## src/audio_alu_defines.svh

```systemverilog
// fixed-point widths assume 16 fraction bits inside an 18-bit sample and a 48-bit accumulator
`ifndef AUDIO_ALU_DEFINES_SVH
`define AUDIO_ALU_DEFINES_SVH

// --------------------------------------------------
// number format
// --------------------------------------------------
`define AU_DATA_W        18
`define AU_FRAC_W        16
`define AU_ACC_W         48

// 1.0 in sample format
`define AU_ONE           18'sd65536

// --------------------------------------------------
// sizes and latencies
// --------------------------------------------------
// also the host credit count after reset
`define AU_QUEUE_DEPTH   2
`define AU_TAYLOR_TERMS  8
`define AU_DSP_LAT       2

`endif

```

## src/audio_alu_pkg.sv

```systemverilog
// truncation keeps bits 33 down to 16 of a product and wraps without saturation
`include "audio_alu_defines.svh"

package audio_alu_pkg;

    typedef logic signed [`AU_DATA_W-1:0] sample_t;
    typedef logic signed [`AU_ACC_W-1:0]  acc_t;

    // function select
    typedef logic [1:0] func_t;
    localparam func_t FN_COS  = 2'd0;
    localparam func_t FN_SIN  = 2'd1;
    localparam func_t FN_EXP  = 2'd2;
    localparam func_t FN_FADE = 2'd3;

    // owner of a slice operation
    typedef logic owner_t;
    localparam owner_t OWN_TAYLOR = 1'b0;
    localparam owner_t OWN_FADE   = 1'b1;

    typedef enum logic [1:0] {T_IDLE, T_ISSUE, T_WAIT, T_DONE} taylor_state_t;
    typedef enum logic [2:0] {F_IDLE, F_MUL, F_MADD, F_WAIT, F_DONE} fade_state_t;

    function automatic sample_t to_sample(input acc_t p);
        return p[`AU_DATA_W+`AU_FRAC_W-1:`AU_FRAC_W];
    endfunction

    // sample aligned to the product scale
    function automatic acc_t widen(input sample_t v);
        return acc_t'(v) <<< `AU_FRAC_W;
    endfunction

endpackage

```

## src/cmd_queue.sv

```systemverilog
// in-order queue where the head can block and a command sent while full is lost
`timescale 1ns/1ps
`include "audio_alu_defines.svh"

module cmd_queue
    import audio_alu_pkg::*;
(
    input  logic    i_clk,
    input  logic    i_reset,
    input  logic    i_cmd_valid,
    input  func_t   i_cmd_func,
    input  sample_t i_cmd_xl,
    input  sample_t i_cmd_xr,
    input  sample_t i_cmd_gain,
    input  logic    i_taylor_busy,
    input  logic    i_fade_busy,
    output logic    o_taylor_start,
    output logic    o_fade_start,
    output func_t   o_func,
    output sample_t o_xl,
    output sample_t o_xr,
    output sample_t o_gain,
    output logic    o_credit
);

    localparam int PTR_W = $clog2(`AU_QUEUE_DEPTH);
    localparam int CNT_W = $clog2(`AU_QUEUE_DEPTH + 1);

    func_t            func_mem [`AU_QUEUE_DEPTH];
    sample_t          xl_mem   [`AU_QUEUE_DEPTH];
    sample_t          xr_mem   [`AU_QUEUE_DEPTH];
    sample_t          gain_mem [`AU_QUEUE_DEPTH];
    logic [PTR_W-1:0] wr_ptr;
    logic [PTR_W-1:0] rd_ptr;
    logic [CNT_W-1:0] count;
    logic             push;
    logic             pop;
    logic             head_fade;

    assign push = i_cmd_valid && (count != CNT_W'(`AU_QUEUE_DEPTH));

    // head goes out as soon as its own calculator is free
    assign head_fade = (func_mem[rd_ptr] == FN_FADE);
    assign pop       = (count != '0) && (head_fade ? !i_fade_busy : !i_taylor_busy);

    assign o_taylor_start = pop && !head_fade;
    assign o_fade_start   = pop && head_fade;
    assign o_credit       = pop;
    assign o_func         = func_mem[rd_ptr];
    assign o_xl           = xl_mem[rd_ptr];
    assign o_xr           = xr_mem[rd_ptr];
    assign o_gain         = gain_mem[rd_ptr];

    always_ff @(posedge i_clk or posedge i_reset) begin
        if (i_reset) begin
            wr_ptr <= '0;
            rd_ptr <= '0;
            count  <= '0;
        end else begin
            if (push) begin
                wr_ptr <= (wr_ptr == PTR_W'(`AU_QUEUE_DEPTH - 1)) ? '0 : wr_ptr + 1'b1;
            end
            if (pop) begin
                rd_ptr <= (rd_ptr == PTR_W'(`AU_QUEUE_DEPTH - 1)) ? '0 : rd_ptr + 1'b1;
            end
            count <= count + CNT_W'(push) - CNT_W'(pop);
        end
    end

    always_ff @(posedge i_clk) begin
        if (push) begin
            func_mem[wr_ptr] <= i_cmd_func;
            xl_mem[wr_ptr]   <= i_cmd_xl;
            xr_mem[wr_ptr]   <= i_cmd_xr;
            gain_mem[wr_ptr] <= i_cmd_gain;
        end
    end

endmodule

```

## src/dsp_arbiter.sv

```systemverilog
// requesters must hold request and operands until granted and grant is combinational
`timescale 1ns/1ps
`include "audio_alu_defines.svh"

module dsp_arbiter
    import audio_alu_pkg::*;
(
    input  logic    i_clk,
    input  logic    i_reset,
    input  logic    i_req_taylor,
    input  logic    i_req_fade,
    input  sample_t i_t_al,
    input  sample_t i_t_bl,
    input  acc_t    i_t_cl,
    input  sample_t i_t_ar,
    input  sample_t i_t_br,
    input  acc_t    i_t_cr,
    input  logic    i_t_sub,
    input  sample_t i_f_al,
    input  sample_t i_f_bl,
    input  acc_t    i_f_cl,
    input  sample_t i_f_ar,
    input  sample_t i_f_br,
    input  acc_t    i_f_cr,
    input  logic    i_f_sub,
    output logic    o_gnt_taylor,
    output logic    o_gnt_fade,
    output sample_t o_al,
    output sample_t o_bl,
    output acc_t    o_cl,
    output sample_t o_ar,
    output sample_t o_br,
    output acc_t    o_cr,
    output logic    o_sub,
    output logic    o_issue,
    output logic    o_pv_taylor,
    output logic    o_pv_fade
);

    owner_t                 prio;
    owner_t                 issue_owner;
    logic [`AU_DSP_LAT-1:0] vld_sr;
    logic [`AU_DSP_LAT-1:0] own_sr;

    // --------------------------------------------------
    // round-robin grant
    // --------------------------------------------------
    assign o_gnt_taylor = i_req_taylor && (!i_req_fade || prio == OWN_TAYLOR);
    assign o_gnt_fade   = i_req_fade && (!i_req_taylor || prio == OWN_FADE);
    assign o_issue      = o_gnt_taylor || o_gnt_fade;
    assign issue_owner  = o_gnt_fade ? OWN_FADE : OWN_TAYLOR;

    assign o_al  = o_gnt_fade ? i_f_al  : i_t_al;
    assign o_bl  = o_gnt_fade ? i_f_bl  : i_t_bl;
    assign o_cl  = o_gnt_fade ? i_f_cl  : i_t_cl;
    assign o_ar  = o_gnt_fade ? i_f_ar  : i_t_ar;
    assign o_br  = o_gnt_fade ? i_f_br  : i_t_br;
    assign o_cr  = o_gnt_fade ? i_f_cr  : i_t_cr;
    assign o_sub = o_gnt_fade ? i_f_sub : i_t_sub;

    // owner tag follows the slice pipeline
    assign o_pv_taylor = vld_sr[`AU_DSP_LAT-1] && (own_sr[`AU_DSP_LAT-1] == OWN_TAYLOR);
    assign o_pv_fade   = vld_sr[`AU_DSP_LAT-1] && (own_sr[`AU_DSP_LAT-1] == OWN_FADE);

    always_ff @(posedge i_clk or posedge i_reset) begin
        if (i_reset) begin
            prio   <= OWN_TAYLOR;
            vld_sr <= '0;
            own_sr <= '0;
        end else begin
            if (i_req_taylor && i_req_fade) begin
                prio <= o_gnt_taylor ? OWN_FADE : OWN_TAYLOR;
            end
            vld_sr <= {vld_sr[`AU_DSP_LAT-2:0], o_issue};
            own_sr <= {own_sr[`AU_DSP_LAT-2:0], issue_owner};
        end
    end

endmodule

```

## src/dsp_mac.sv

```systemverilog
// fixed two-cycle latency and with i_sub set each lane gives c minus the product
`timescale 1ns/1ps

module dsp_mac
    import audio_alu_pkg::*;
(
    input  logic    i_clk,
    input  logic    i_reset,
    input  logic    i_issue,
    input  logic    i_sub,
    input  sample_t i_al,
    input  sample_t i_bl,
    input  sample_t i_ar,
    input  sample_t i_br,
    input  acc_t    i_cl,
    input  acc_t    i_cr,
    output acc_t    o_pl,
    output acc_t    o_pr
);

    acc_t prod_l;
    acc_t prod_r;
    acc_t c_l_q;
    acc_t c_r_q;
    logic sub_q;
    logic issue_q;

    always_ff @(posedge i_clk or posedge i_reset) begin
        if (i_reset) begin
            issue_q <= 1'b0;
        end else begin
            issue_q <= i_issue;
        end
    end

    always_ff @(posedge i_clk) begin
        // stage 1 multiply
        if (i_issue) begin
            prod_l <= acc_t'(i_al) * acc_t'(i_bl);
            prod_r <= acc_t'(i_ar) * acc_t'(i_br);
            c_l_q  <= i_cl;
            c_r_q  <= i_cr;
            sub_q  <= i_sub;
        end
        // stage 2 post-add
        if (issue_q) begin
            o_pl <= sub_q ? c_l_q - prod_l : c_l_q + prod_l;
            o_pr <= sub_q ? c_r_q - prod_r : c_r_q + prod_r;
        end
    end

endmodule

```

## src/taylor_coefs.sv

```systemverilog
// coefficients hold only for inputs below 1.0 in magnitude and return zero for crossfade
`timescale 1ns/1ps
`include "audio_alu_defines.svh"

module taylor_coefs
    import audio_alu_pkg::*;
(
    input  func_t      i_func,
    input  logic [3:0] i_idx,
    output sample_t    o_coef,
    output sample_t    o_a0
);

    // c_n = f^(n)(a0) / n! in Q16, exp expanded around 0.5
    always_comb begin
        o_coef = '0;
        o_a0   = '0;
        case (i_func)
            FN_COS: begin
                case (i_idx)
                    4'd0: o_coef = `AU_ONE;
                    4'd2: o_coef = sample_t'(-32768);
                    4'd4: o_coef = sample_t'(2731);
                    4'd6: o_coef = sample_t'(-91);
                    default: o_coef = '0;
                endcase
            end
            FN_SIN: begin
                case (i_idx)
                    4'd1: o_coef = `AU_ONE;
                    4'd3: o_coef = sample_t'(-10923);
                    4'd5: o_coef = sample_t'(546);
                    4'd7: o_coef = sample_t'(-13);
                    default: o_coef = '0;
                endcase
            end
            FN_EXP: begin
                o_a0 = sample_t'(32768);
                case (i_idx)
                    4'd0: o_coef = sample_t'(108051);
                    4'd1: o_coef = sample_t'(108051);
                    4'd2: o_coef = sample_t'(54025);
                    4'd3: o_coef = sample_t'(18008);
                    4'd4: o_coef = sample_t'(4502);
                    4'd5: o_coef = sample_t'(900);
                    4'd6: o_coef = sample_t'(150);
                    4'd7: o_coef = sample_t'(21);
                    default: o_coef = '0;
                endcase
            end
            default: o_coef = '0;
        endcase
    end

endmodule

```

## src/taylor_calc.sv

```systemverilog
// no range reduction so the input must stay below 1.0 and each of 8 slice ops waits on the last
`timescale 1ns/1ps
`include "audio_alu_defines.svh"

module taylor_calc
    import audio_alu_pkg::*;
(
    input  logic    i_clk,
    input  logic    i_reset,
    input  logic    i_start,
    input  func_t   i_func,
    input  sample_t i_xl,
    input  sample_t i_xr,
    input  logic    i_gnt,
    input  logic    i_pv,
    input  acc_t    i_pl,
    input  acc_t    i_pr,
    output logic    o_busy,
    output logic    o_req,
    output sample_t o_al,
    output sample_t o_bl,
    output acc_t    o_cl,
    output sample_t o_ar,
    output sample_t o_br,
    output acc_t    o_cr,
    output logic    o_sub,
    output logic    o_done,
    output sample_t o_resl,
    output sample_t o_resr
);

    taylor_state_t state;
    func_t         func_q;
    sample_t       xl_q;
    sample_t       xr_q;
    sample_t       xal;
    sample_t       xar;
    sample_t       accl;
    sample_t       accr;
    sample_t       coef;
    sample_t       a0;
    logic [3:0]    step;
    logic [3:0]    coef_idx;
    logic          last_step;

    // step 0 reads c7 to seed the accumulator, step n reads c(7-n)
    assign coef_idx  = 4'(`AU_TAYLOR_TERMS - 1) - step;
    assign last_step = (step == 4'(`AU_TAYLOR_TERMS - 1));

    taylor_coefs i_taylor_coefs (
        .i_func (func_q),
        .i_idx  (coef_idx),
        .o_coef (coef),
        .o_a0   (a0)
    );

    // --------------------------------------------------
    // slice operands
    // --------------------------------------------------
    always_comb begin
        if (step == '0) begin
            // xa = x - a0 * 1.0
            o_al  = a0;
            o_bl  = `AU_ONE;
            o_cl  = widen(xl_q);
            o_ar  = a0;
            o_br  = `AU_ONE;
            o_cr  = widen(xr_q);
            o_sub = 1'b1;
        end else begin
            // horner step acc * xa + c(n)
            o_al  = accl;
            o_bl  = xal;
            o_cl  = widen(coef);
            o_ar  = accr;
            o_br  = xar;
            o_cr  = widen(coef);
            o_sub = 1'b0;
        end
    end

    always_ff @(posedge i_clk or posedge i_reset) begin
        if (i_reset) begin
            state <= T_IDLE;
            step  <= '0;
        end else begin
            case (state)
                T_IDLE: begin
                    if (i_start) begin
                        step  <= '0;
                        state <= T_ISSUE;
                    end
                end
                T_ISSUE: begin
                    if (i_gnt) begin
                        state <= T_WAIT;
                    end
                end
                T_WAIT: begin
                    if (i_pv) begin
                        if (last_step) begin
                            state <= T_DONE;
                        end else begin
                            step  <= step + 1'b1;
                            state <= T_ISSUE;
                        end
                    end
                end
                default: state <= T_IDLE;
            endcase
        end
    end

    always_ff @(posedge i_clk) begin
        if (state == T_IDLE && i_start) begin
            func_q <= i_func;
            xl_q   <= i_xl;
            xr_q   <= i_xr;
        end
        if (state == T_WAIT && i_pv) begin
            if (step == '0) begin
                xal  <= to_sample(i_pl);
                xar  <= to_sample(i_pr);
                accl <= coef;
                accr <= coef;
            end else begin
                accl <= to_sample(i_pl);
                accr <= to_sample(i_pr);
            end
        end
    end

    assign o_busy = (state != T_IDLE);
    assign o_req  = (state == T_ISSUE);
    assign o_done = (state == T_DONE);
    assign o_resl = accl;
    assign o_resr = accr;

endmodule

```

## src/crossfade_calc.sv

```systemverilog
// left result is xr*(1-g)+xl*g and right is xl*(1-g)+xr*g so a zero gain swaps the lanes
`timescale 1ns/1ps
`include "audio_alu_defines.svh"

module crossfade_calc
    import audio_alu_pkg::*;
(
    input  logic    i_clk,
    input  logic    i_reset,
    input  logic    i_start,
    input  sample_t i_xl,
    input  sample_t i_xr,
    input  sample_t i_gain,
    input  logic    i_gnt,
    input  logic    i_pv,
    input  acc_t    i_pl,
    input  acc_t    i_pr,
    output logic    o_busy,
    output logic    o_req,
    output sample_t o_al,
    output sample_t o_bl,
    output acc_t    o_cl,
    output sample_t o_ar,
    output sample_t o_br,
    output acc_t    o_cr,
    output logic    o_sub,
    output logic    o_done,
    output sample_t o_resl,
    output sample_t o_resr
);

    fade_state_t state;
    logic        second;
    sample_t     xl_q;
    sample_t     xr_q;
    sample_t     gain_q;
    sample_t     h;
    acc_t        pl_q;
    acc_t        pr_q;

    assign h = `AU_ONE - gain_q;

    // first op takes the opposite lane times h, second adds own lane times gain
    assign o_al  = (state == F_MADD) ? xl_q   : xr_q;
    assign o_bl  = (state == F_MADD) ? gain_q : h;
    assign o_cl  = (state == F_MADD) ? pl_q   : '0;
    assign o_ar  = (state == F_MADD) ? xr_q   : xl_q;
    assign o_br  = (state == F_MADD) ? gain_q : h;
    assign o_cr  = (state == F_MADD) ? pr_q   : '0;
    assign o_sub = 1'b0;

    always_ff @(posedge i_clk or posedge i_reset) begin
        if (i_reset) begin
            state  <= F_IDLE;
            second <= 1'b0;
        end else begin
            case (state)
                F_IDLE:  if (i_start) state <= F_MUL;
                F_MUL: begin
                    if (i_gnt) begin
                        second <= 1'b0;
                        state  <= F_WAIT;
                    end
                end
                F_MADD: begin
                    if (i_gnt) begin
                        second <= 1'b1;
                        state  <= F_WAIT;
                    end
                end
                F_WAIT:  if (i_pv) state <= second ? F_DONE : F_MADD;
                default: state <= F_IDLE;
            endcase
        end
    end

    always_ff @(posedge i_clk) begin
        if (state == F_IDLE && i_start) begin
            xl_q   <= i_xl;
            xr_q   <= i_xr;
            gain_q <= i_gain;
        end
        if (state == F_WAIT && i_pv) begin
            if (second) begin
                o_resl <= to_sample(i_pl);
                o_resr <= to_sample(i_pr);
            end else begin
                // full 48-bit products for the second add
                pl_q <= i_pl;
                pr_q <= i_pr;
            end
        end
    end

    assign o_busy = (state != F_IDLE);
    assign o_req  = (state == F_MUL) || (state == F_MADD);
    assign o_done = (state == F_DONE);

endmodule

```

## src/audio_alu_top.sv

```systemverilog
// results have no back-pressure and may leave in a different order across the two calculators
`timescale 1ns/1ps

module audio_alu_top
    import audio_alu_pkg::*;
(
    input  logic    i_clk,
    input  logic    i_reset,
    input  logic    i_cmd_valid,
    input  func_t   i_cmd_func,
    input  sample_t i_cmd_xl,
    input  sample_t i_cmd_xr,
    input  sample_t i_cmd_gain,
    output logic    o_credit,
    output logic    o_taylor_done,
    output sample_t o_taylor_l,
    output sample_t o_taylor_r,
    output logic    o_fade_done,
    output sample_t o_fade_l,
    output sample_t o_fade_r
);

    // dispatch
    logic    taylor_start, fade_start, taylor_busy, fade_busy;
    func_t   d_func;
    sample_t d_xl, d_xr, d_gain;

    // slice requests and operands
    logic    t_req, t_gnt, t_pv, t_sub;
    logic    f_req, f_gnt, f_pv, f_sub;
    sample_t t_al, t_bl, t_ar, t_br;
    sample_t f_al, f_bl, f_ar, f_br;
    acc_t    t_cl, t_cr, f_cl, f_cr;

    // shared slice
    logic    m_issue, m_sub;
    sample_t m_al, m_bl, m_ar, m_br;
    acc_t    m_cl, m_cr, m_pl, m_pr;

    cmd_queue i_cmd_queue (
        .i_clk          (i_clk),
        .i_reset        (i_reset),
        .i_cmd_valid    (i_cmd_valid),
        .i_cmd_func     (i_cmd_func),
        .i_cmd_xl       (i_cmd_xl),
        .i_cmd_xr       (i_cmd_xr),
        .i_cmd_gain     (i_cmd_gain),
        .i_taylor_busy  (taylor_busy),
        .i_fade_busy    (fade_busy),
        .o_taylor_start (taylor_start),
        .o_fade_start   (fade_start),
        .o_func         (d_func),
        .o_xl           (d_xl),
        .o_xr           (d_xr),
        .o_gain         (d_gain),
        .o_credit       (o_credit)
    );

    taylor_calc i_taylor_calc (
        .i_clk   (i_clk),
        .i_reset (i_reset),
        .i_start (taylor_start),
        .i_func  (d_func),
        .i_xl    (d_xl),
        .i_xr    (d_xr),
        .i_gnt   (t_gnt),
        .i_pv    (t_pv),
        .i_pl    (m_pl),
        .i_pr    (m_pr),
        .o_busy  (taylor_busy),
        .o_req   (t_req),
        .o_al    (t_al),
        .o_bl    (t_bl),
        .o_cl    (t_cl),
        .o_ar    (t_ar),
        .o_br    (t_br),
        .o_cr    (t_cr),
        .o_sub   (t_sub),
        .o_done  (o_taylor_done),
        .o_resl  (o_taylor_l),
        .o_resr  (o_taylor_r)
    );

    crossfade_calc i_crossfade_calc (
        .i_clk   (i_clk),
        .i_reset (i_reset),
        .i_start (fade_start),
        .i_xl    (d_xl),
        .i_xr    (d_xr),
        .i_gain  (d_gain),
        .i_gnt   (f_gnt),
        .i_pv    (f_pv),
        .i_pl    (m_pl),
        .i_pr    (m_pr),
        .o_busy  (fade_busy),
        .o_req   (f_req),
        .o_al    (f_al),
        .o_bl    (f_bl),
        .o_cl    (f_cl),
        .o_ar    (f_ar),
        .o_br    (f_br),
        .o_cr    (f_cr),
        .o_sub   (f_sub),
        .o_done  (o_fade_done),
        .o_resl  (o_fade_l),
        .o_resr  (o_fade_r)
    );

    dsp_arbiter i_dsp_arbiter (
        .i_clk        (i_clk),
        .i_reset      (i_reset),
        .i_req_taylor (t_req),
        .i_req_fade   (f_req),
        .i_t_al       (t_al),
        .i_t_bl       (t_bl),
        .i_t_cl       (t_cl),
        .i_t_ar       (t_ar),
        .i_t_br       (t_br),
        .i_t_cr       (t_cr),
        .i_t_sub      (t_sub),
        .i_f_al       (f_al),
        .i_f_bl       (f_bl),
        .i_f_cl       (f_cl),
        .i_f_ar       (f_ar),
        .i_f_br       (f_br),
        .i_f_cr       (f_cr),
        .i_f_sub      (f_sub),
        .o_gnt_taylor (t_gnt),
        .o_gnt_fade   (f_gnt),
        .o_al         (m_al),
        .o_bl         (m_bl),
        .o_cl         (m_cl),
        .o_ar         (m_ar),
        .o_br         (m_br),
        .o_cr         (m_cr),
        .o_sub        (m_sub),
        .o_issue      (m_issue),
        .o_pv_taylor  (t_pv),
        .o_pv_fade    (f_pv)
    );

    dsp_mac i_dsp_mac (
        .i_clk   (i_clk),
        .i_reset (i_reset),
        .i_issue (m_issue),
        .i_sub   (m_sub),
        .i_al    (m_al),
        .i_bl    (m_bl),
        .i_ar    (m_ar),
        .i_br    (m_br),
        .i_cl    (m_cl),
        .i_cr    (m_cr),
        .o_pl    (m_pl),
        .o_pr    (m_pr)
    );

endmodule

```

## config.mk

```make
export PLATFORM = sky130hd
export DESIGN_NAME = audio_alu_top
export DESIGN_NICKNAME = d
export VERILOG_FILES = /design/src/audio_alu_pkg.sv /design/src/cmd_queue.sv /design/src/dsp_arbiter.sv /design/src/dsp_mac.sv /design/src/taylor_coefs.sv /design/src/taylor_calc.sv /design/src/crossfade_calc.sv /design/src/audio_alu_top.sv
export VERILOG_INCLUDE_DIRS = /design/src
export SDC_FILE = /design/constraint.sdc
export NUM_CORES = 2
export LEC_CHECK = 0
export ABC_AREA = 0
export BUFFER_PORTS_ARGS = -buffer_cell sky130_fd_sc_hd__clkbuf_2
export CAP_MARGIN = 15
export CORE_MARGIN = 8
export CORE_UTILIZATION = 55
export DETAILED_ROUTE_END_ITERATION = 8
export PLACE_DENSITY = 0.72
export SLEW_MARGIN = 0
export SYNTH_ARGS = -nofsm -noshare
export SYNTH_HDL_FRONTEND = slang
export SYNTH_SLANG_ARGS = --single-unit
```

## constraint.sdc

```tcl
create_clock -name i_clk -period 13.5 [get_ports i_clk]
set_input_delay 1.35 -clock i_clk [delete_from_list [all_inputs] [get_ports i_clk]]
set_output_delay 1.35 -clock i_clk [all_outputs]
set_load 0.01 [all_outputs]
```

======== Word level (Yosys, flattened, before mapping) ========
Memory sizes are Yosys's and may differ from the RTL's. A register that Yosys moved wholly into a read port is not among the register bits.
Cells that the tools add are included.
operators by class
  magnitude comparators ................... 0
  bitwise operators ....................... 3
  reductions and logical operators ........ 40
  div/mod/pow operators ................... 0
  equality and inequality tests ........... 28
  mux-type cells .......................... 51
  add/subtract/negate cells ............... 11
  shift-type cells ........................ 0
  $mul .................................... 2
operator list
  cell                                                   count
  two-way mux 48 bit                                     8
  two-way mux 18 bit                                     14
  one-hot mux 18 bit (4 select lines)                    2
  adder 48 bit                                           2
  subtractor 48 bit                                      2
  multiplier 18 x 18 -> 36 bit                           2
  one-hot mux 18 bit (3 select lines)                    1
  equality test 4 x 3 -> 1 bit, second input constant    5
  subtractor 18 bit, first input constant                1
  two-way mux 16 bit                                     1
  inequality test 2 x 1 -> 1 bit, second input constant  7
  logical AND 1 bit                                      13
  two-way mux 3 bit                                      4
  two-way mux 4 bit                                      3
  two-way mux 1 bit                                      10
  one-hot mux 3 bit (3 select lines)                     1
  AND reduction 3 bit                                    3
  equality test 2 bit, second input constant             4
  equality test 4 x 2 -> 1 bit, second input constant    2
  zero test 4 bit                                        2
  two-way mux 2 bit                                      4
  one-hot mux 4 bit (2 select lines)                     1
  nonzero test 2 bit                                     4
  equality test 3 x 2 -> 1 bit, second input constant    2
  21 further kinds                                       37
storage, ports and cells
  input bits .............................. 59
  word-level logic and storage cells ...... 171
  ROM bits ................................ 120
  memories kept ........................... 5
  bits in writable memories ............... 112
  register bits after elaboration ......... 587
  bits in latches ......................... 0
  output and inout port bits .............. 75
memory list
  memory                words  bits a word  read ports  clocked after Yosys merged registers in  wr ports  RTL line            text
  (name not given)      8      15           1           0                                        0         taylor_coefs.sv:39  case (i_idx)
  i_cmd_queue.gain_mem  2      18           1           1                                        1         cmd_queue.sv:32     sample_t gain_mem [`AU_QUEUE_DEPTH];
  i_cmd_queue.xl_mem    2      18           1           0                                        1         cmd_queue.sv:30     sample_t xl_mem [`AU_QUEUE_DEPTH];
  i_cmd_queue.xr_mem    2      18           1           0                                        1         cmd_queue.sv:31     sample_t xr_mem [`AU_QUEUE_DEPTH];
  i_cmd_queue.func_mem  2      2            1           0                                        1         cmd_queue.sv:29     func_t func_mem [`AU_QUEUE_DEPTH];

======== Longest topological paths before layout ========
  depth in word-level cells ............... 7
  depth in mapped cells ................... 33
  depth with buffers taken out ............ 30

======== Hierarchy ========
Synthesis repeated with hierarchy kept, for this count alone.
unflattened totals
  cell total of the unflattened synthesis .. 5502
  area total of the unflattened synthesis .. 59195.5 sq um
by module, submodules not included
  module          seq. area each (sq um)  area an instance (sq um)  instances  cells an instance
  dsp_mac         7982.7                  38933.6                   1          3946
  crossfade_calc  5685.5                  7536.0                    1          517
  taylor_calc     3453.3                  5519.0                    1          542
  cmd_queue       3463.3                  4280.4                    1          198
  dsp_arbiter     125.1                   2239.6                    1          202
  taylor_coefs    0.0                     686.9                     1          97

======== Least setup slack after synthesis ========
Ideal clock, no wire load.
  path type ............................... register to register
  from .................................... register i_crossfade_calc.state[0]
  to ...................................... register i_dsp_arbiter.vld_sr[0]
  cell stages (with the launch flop) ...... 4
  arrival ................................. 10.317 ns
  data required time ...................... 12.379 ns
  path buffers ............................ 1
  setup time .............................. 1.121 ns
  slack ................................... 2.062 ns
  period minus slack after synthesis ...... 11.438 ns
  cells stage by stage .................... dfrtp_1 -> clkbuf_1 -> xnor2_1 -> o21ai_0
between the ends
  word-level cells in the longest chain between the ends .. 6
  elaborated cells between the ends (all ways) .. 8
  classes of those cells .................. eq/ne (2); reduce/logical (6)
RTL lines
  element                                                                       RTL line              text
  start: declaration                                                            crossfade_calc.sv:32  fade_state_t state;
  start signal: assignment                                                      crossfade_calc.sv:71  F_WAIT: if (i_pv) state <= second ? F_DONE : F_MADD;
  equality test 3 x 1 -> 1 bit or equality test 3 x 2 -> 1 bit (tied branches)  crossfade_calc.sv:96  assign o_req = (state == F_MUL) || (state == F_MADD);
  logical OR 1 bit (*)                                                          crossfade_calc.sv:96
  zero test 1 bit                                                               dsp_arbiter.sv:48     assign o_gnt_taylor = i_req_taylor && (!i_req_fade || prio == OWN_TAYLOR);
  logical OR 1 bit                                                              dsp_arbiter.sv:48
  logical AND 1 bit                                                             dsp_arbiter.sv:48
  logical OR 1 bit (*)                                                          dsp_arbiter.sv:50     assign o_issue = o_gnt_taylor || o_gnt_fade;
  named net i_dsp_arbiter.o_issue                                               dsp_arbiter.sv:35     output logic o_issue,
  end signal: assignment                                                        dsp_arbiter.sv:74     vld_sr <= {vld_sr[`AU_DSP_LAT-2:0], o_issue};
  end: declaration                                                              dsp_arbiter.sv:42     logic [`AU_DSP_LAT-1:0] vld_sr;
The timed path passes the listed nets; every way through them passes the cells marked *.
A chain may end at the register's enable or synchronous reset.

======== Worst setup path in the final report ========
  from .................................... register i_crossfade_calc.state[0]
  to ...................................... register i_dsp_mac.prod_r[32], data pin
between the ends
  word-level cells in the longest chain between the ends .. 5
  elaborated cells between the ends (all ways) .. 9
  classes of those cells .................. mul (1); eq/ne (2); mux (4); reduce/logical (2)
RTL lines
  element                                                                       RTL line                                                          text
  equality test 3 x 1 -> 1 bit or equality test 3 x 2 -> 1 bit (tied branches)  crossfade_calc.sv:96, crossfade_calc.sv:47, crossfade_calc.sv:48
  logical OR 1 bit                                                              crossfade_calc.sv:96
  logical AND 1 bit                                                             dsp_arbiter.sv:49                                                 assign o_gnt_fade = i_req_fade && (!i_req_taylor || prio == OWN_FADE);
  two-way mux 18 bit (on tied branches)                                         dsp_arbiter.sv:56, dsp_arbiter.sv:57
  multiplier 18 x 18 -> 36 bit (*)                                              dsp_mac.sv:40                                                     prod_r <= acc_t'(i_ar) * acc_t'(i_br);
  end signal: assignment                                                        dsp_mac.sv:40
  end: declaration                                                              dsp_mac.sv:22                                                     acc_t prod_r;
Mark *: on every way between the ends. The rest lies on a longest branch, timed or not.

==> impl_metrics.toml <==
[setup_path]
rr_endpoint = "i_dsp_mac.prod_r[32]$_DFFE_PP_"
crit_fanout = 68
cp-end-kind = "flip-flop"
start_kind = "flip-flop"
r2r_cells = 26
required_ns = 13.86
critPathKind = "flip-flop to flip-flop"
rrSetupSlack_ns = 3.81
arrival_ns = 10.05
rr_startpoint = "i_crossfade_calc.state[0]$_DFFE_PP0P_"

[floorplan]
num_rows = 110
die_width_um = 316
fp.dieArea_sq_mm = 0.100
initial_core_util_pct = 55.3
core_area_sq_mm = 0.0897
die_y_um = 316
ios = 134

[grt]
overflow = 0
grt_pass1_wl_um = 218000
antenna_found_initial = 12
track_usage_pct = 29.3
grt_pass1_vias = 35300
grt_max_degree = 139

[logic_synthesis]
synth_cells = 4612
ys_seq_elements = 604
netlist_area_sq_mm = 0.0497
avgSynthCellArea_sq_um = 10.8
synth_edf_count = 585
ys_async_sr_fraction_pct = 3.15
yosysSeqAreaShare_pct = 36.3
synthTopCellsByArea = "edfxtp_1, fa_1, ha_1, inv_1, nand2_1"
yosys.cell_types.count = 78
synth-warning-count = 0
synthFlopType = "edfxtp_1"
synth_top_area_share_pct = 35.4
synth_top_cell_by_area = "edfxtp_1"
syn_nets = 5560

[timing]
tightest_slew_ns = 1.30
fmax_mhz = 103
finalSetupViolCount = 0
rsz0062_at_grt = "false"
clock-skew-final_ns = 0.0538
fin_crit_ns = 9.69
maxSlewViolCount = 0
min_period_over_period_pct = 71.8
finalSetupTns_ns = 0
finalHoldViolCount = 0
slew_headroom_pct = 12.6

[drt]
ant_nets = 0
vias = 34900
wl_um = 145000
drc = 0
firstDrtPassIters = 6
avgRoutedWirePerCell_um = 24.6
routed_via_density = 5.90
drt_iter0_drc = 4053

[min_path]
holdCritStartpoint = "i_dsp_arbiter.own_sr[0]$_DFF_PP0_"
holdPathEnd = "i_dsp_arbiter.own_sr[1]$_DFF_PP0_"
hold_depth = 0
hp-class = "flip-flop to flip-flop"

[cts]
cts_max_path_buffers = 3
cts_hold_buffers = 0
htree_levels = 2
cts_setup_buffers = 0
insertion_delay_ns = 0.67
cts.sinks = 604
cts_resized = 0
cts_tree = "yes"
cts-root-buf = "clkbuf_16"
cts.clk_slew.worst_paths_ns = 0.06
cts_made_buffers = 60

[placement]
hpwl_um = 113000
gp_congestion = 0.967
portBuffers = 133

[run]
cap_violations = 0

[final_layout]
mostFrequentLayoutCells = "inv_1, fa_1, edfxtp_1, nand2_1, nor2_1"
fin_nets = 5629
drive_gt1_share_pct = 8.14
layout.cells.most_common = "inv_1"
area_growth_pct = 7.87

[run_status]
status = "finished clean"
## worst max-delay path, stage by stage, from the launching register on
cell and delay, ns:
dfrtp_1 0.47, xnor2_1 0.43, nor2_1 0.17, o21ai_4 0.08
buf_4 0.54, buf_4 0.71, a21oi_1 0.26, a31oi_1 0.82
nor2_1 0.31, fa_1 0.81, fa_1 0.48, ha_1 0.35
fa_1 0.50, fa_1 0.54, inv_1 0.05, fa_1 0.47
inv_1 0.04, ha_1 0.36, a21o_1 0.21, a21o_1 0.17
a21o_1 0.19, or3_1 0.30, nor3_1 0.27, nor2_1 0.15
a21o_1 0.22, a311oi_1 0.33, xnor2_1 0.11
## worst max path at each step
stage	from	to	slack (ns)	depth (start not counted)
global route	i_crossfade_calc.state[0]$_DFFE_PP0P_	i_dsp_mac.prod_r[33]$_DFFE_PP_	3.31	25
CTS	i_crossfade_calc.state[0]$_DFFE_PP0P_	i_dsp_mac.prod_r[32]$_DFFE_PP_	3.93	26
finish	i_crossfade_calc.state[0]$_DFFE_PP0P_	i_dsp_mac.prod_r[32]$_DFFE_PP_	3.81	26
detailed placement	i_crossfade_calc.state[0]$_DFFE_PP0P_	i_dsp_mac.prod_r[32]$_DFFE_PP_	4.01	26
floorplan	i_crossfade_calc.state[0]$_DFFE_PP0P_	i_dsp_arbiter.vld_sr[0]$_DFF_PP0_	2.06	3
global placement	i_crossfade_calc.state[0]$_DFFE_PP0P_	i_dsp_mac.prod_r[33]$_DFFE_PP_	4.19	25
## metrics by stage
step                      setup slack (ns)  cell area, sq um  cells  hold WS (ns)  utilization [%]
final                                 3.81             53600   5909         0.354             59.7
after global routing                  3.31             53600   5906         0.361             59.7
after detailed placement              4.01             51500   5795         0.336             57.4
after floorplan                       2.06             49700   4612         0.331                -
after global placement                4.19             51500   5795         0.336             57.4
after CTS                             3.93             53600   5906         0.350             59.7
## layer usage
metal | global-route usage, % | part of all wire (%) | up-vias
met1 | 38.9 | 38 | 17300
met4 | 13.8 | 5.5 | 4
met2 | 44.6 | 44 | 1977
met5 | 0 | 0.023 | -
met3 | 8.30 | 12 | 400
li1 | - | - | 15200
## flip-flops by register name (all words and copies together) (netlist names), 18 cells and up
register / flops
i_cmd_queue.gain_mem: 36
i_cmd_queue.xl_mem: 36
i_cmd_queue.xr_mem: 36
i_crossfade_calc.pl_q: 34
i_crossfade_calc.pr_q: 34
i_dsp_mac.c_l_q: 34
i_dsp_mac.c_r_q: 34
i_dsp_mac.o_pl: 34
i_dsp_mac.o_pr: 34
i_dsp_mac.prod_l: 34
i_dsp_mac.prod_r: 34
i_crossfade_calc.gain_q: 18
i_crossfade_calc.o_resl: 18
i_crossfade_calc.o_resr: 18
i_crossfade_calc.xl_q: 18
i_crossfade_calc.xr_q: 18
i_taylor_calc.o_resl: 18
i_taylor_calc.o_resr: 18
i_taylor_calc.xal: 18
i_taylor_calc.xar: 18
i_taylor_calc.xl_q: 18
i_taylor_calc.xr_q: 18
## final cells by class
cell class | instances | area [sq um]
fillers | 7403 | 36200
multi-input cells | 3092 | 28300
flip-flops and latches | 604 | 18000
inverters | 756 | 2840
clock buffers | 67 | 1530
well taps | 1176 | 1470
repair buffers | 167 | 933
clock inverters | 44 | 479
diodes | 3 | 7.51
## cells in the mapped netlist, types with 39 or more instances
cell type  number
a21oi_1       218
fa_1          632
a31oi_1        54
nand2b_1       39
inv_1         756
edfxtp_1      585
nor3_1         58
a21o_1        108
clkbuf_1      135
o21ai_0        91
xor2_1         55
nor2_1        413
xnor2_1       164
and2_1         63
ha_1          257
nand2_1       570
mux2_2         56
## cell families (layout without fill, tap and decap cells)
family / Yosys count / after routing / synth area share, %
AO/OA/AOI/OAI: 651 / 651 / 8.46
XOR/XNOR: 220 / 220 / 3.92
adder cells (fa/ha/maj): 889 / 889 / 32.0
buffers and inverters: 916 / 1034 / 6.94
flip-flops: 604 / 604 / 36.3
multiplexers: 61 / 61 / 1.37
other: 0 / 3 / 0
AND/OR/NAND/NOR: 1271 / 1271 / 11.0
Power is left out: the tool's default activity adds up to more than one toggle a clock period on the data nets, which glitch-free logic cannot reach.
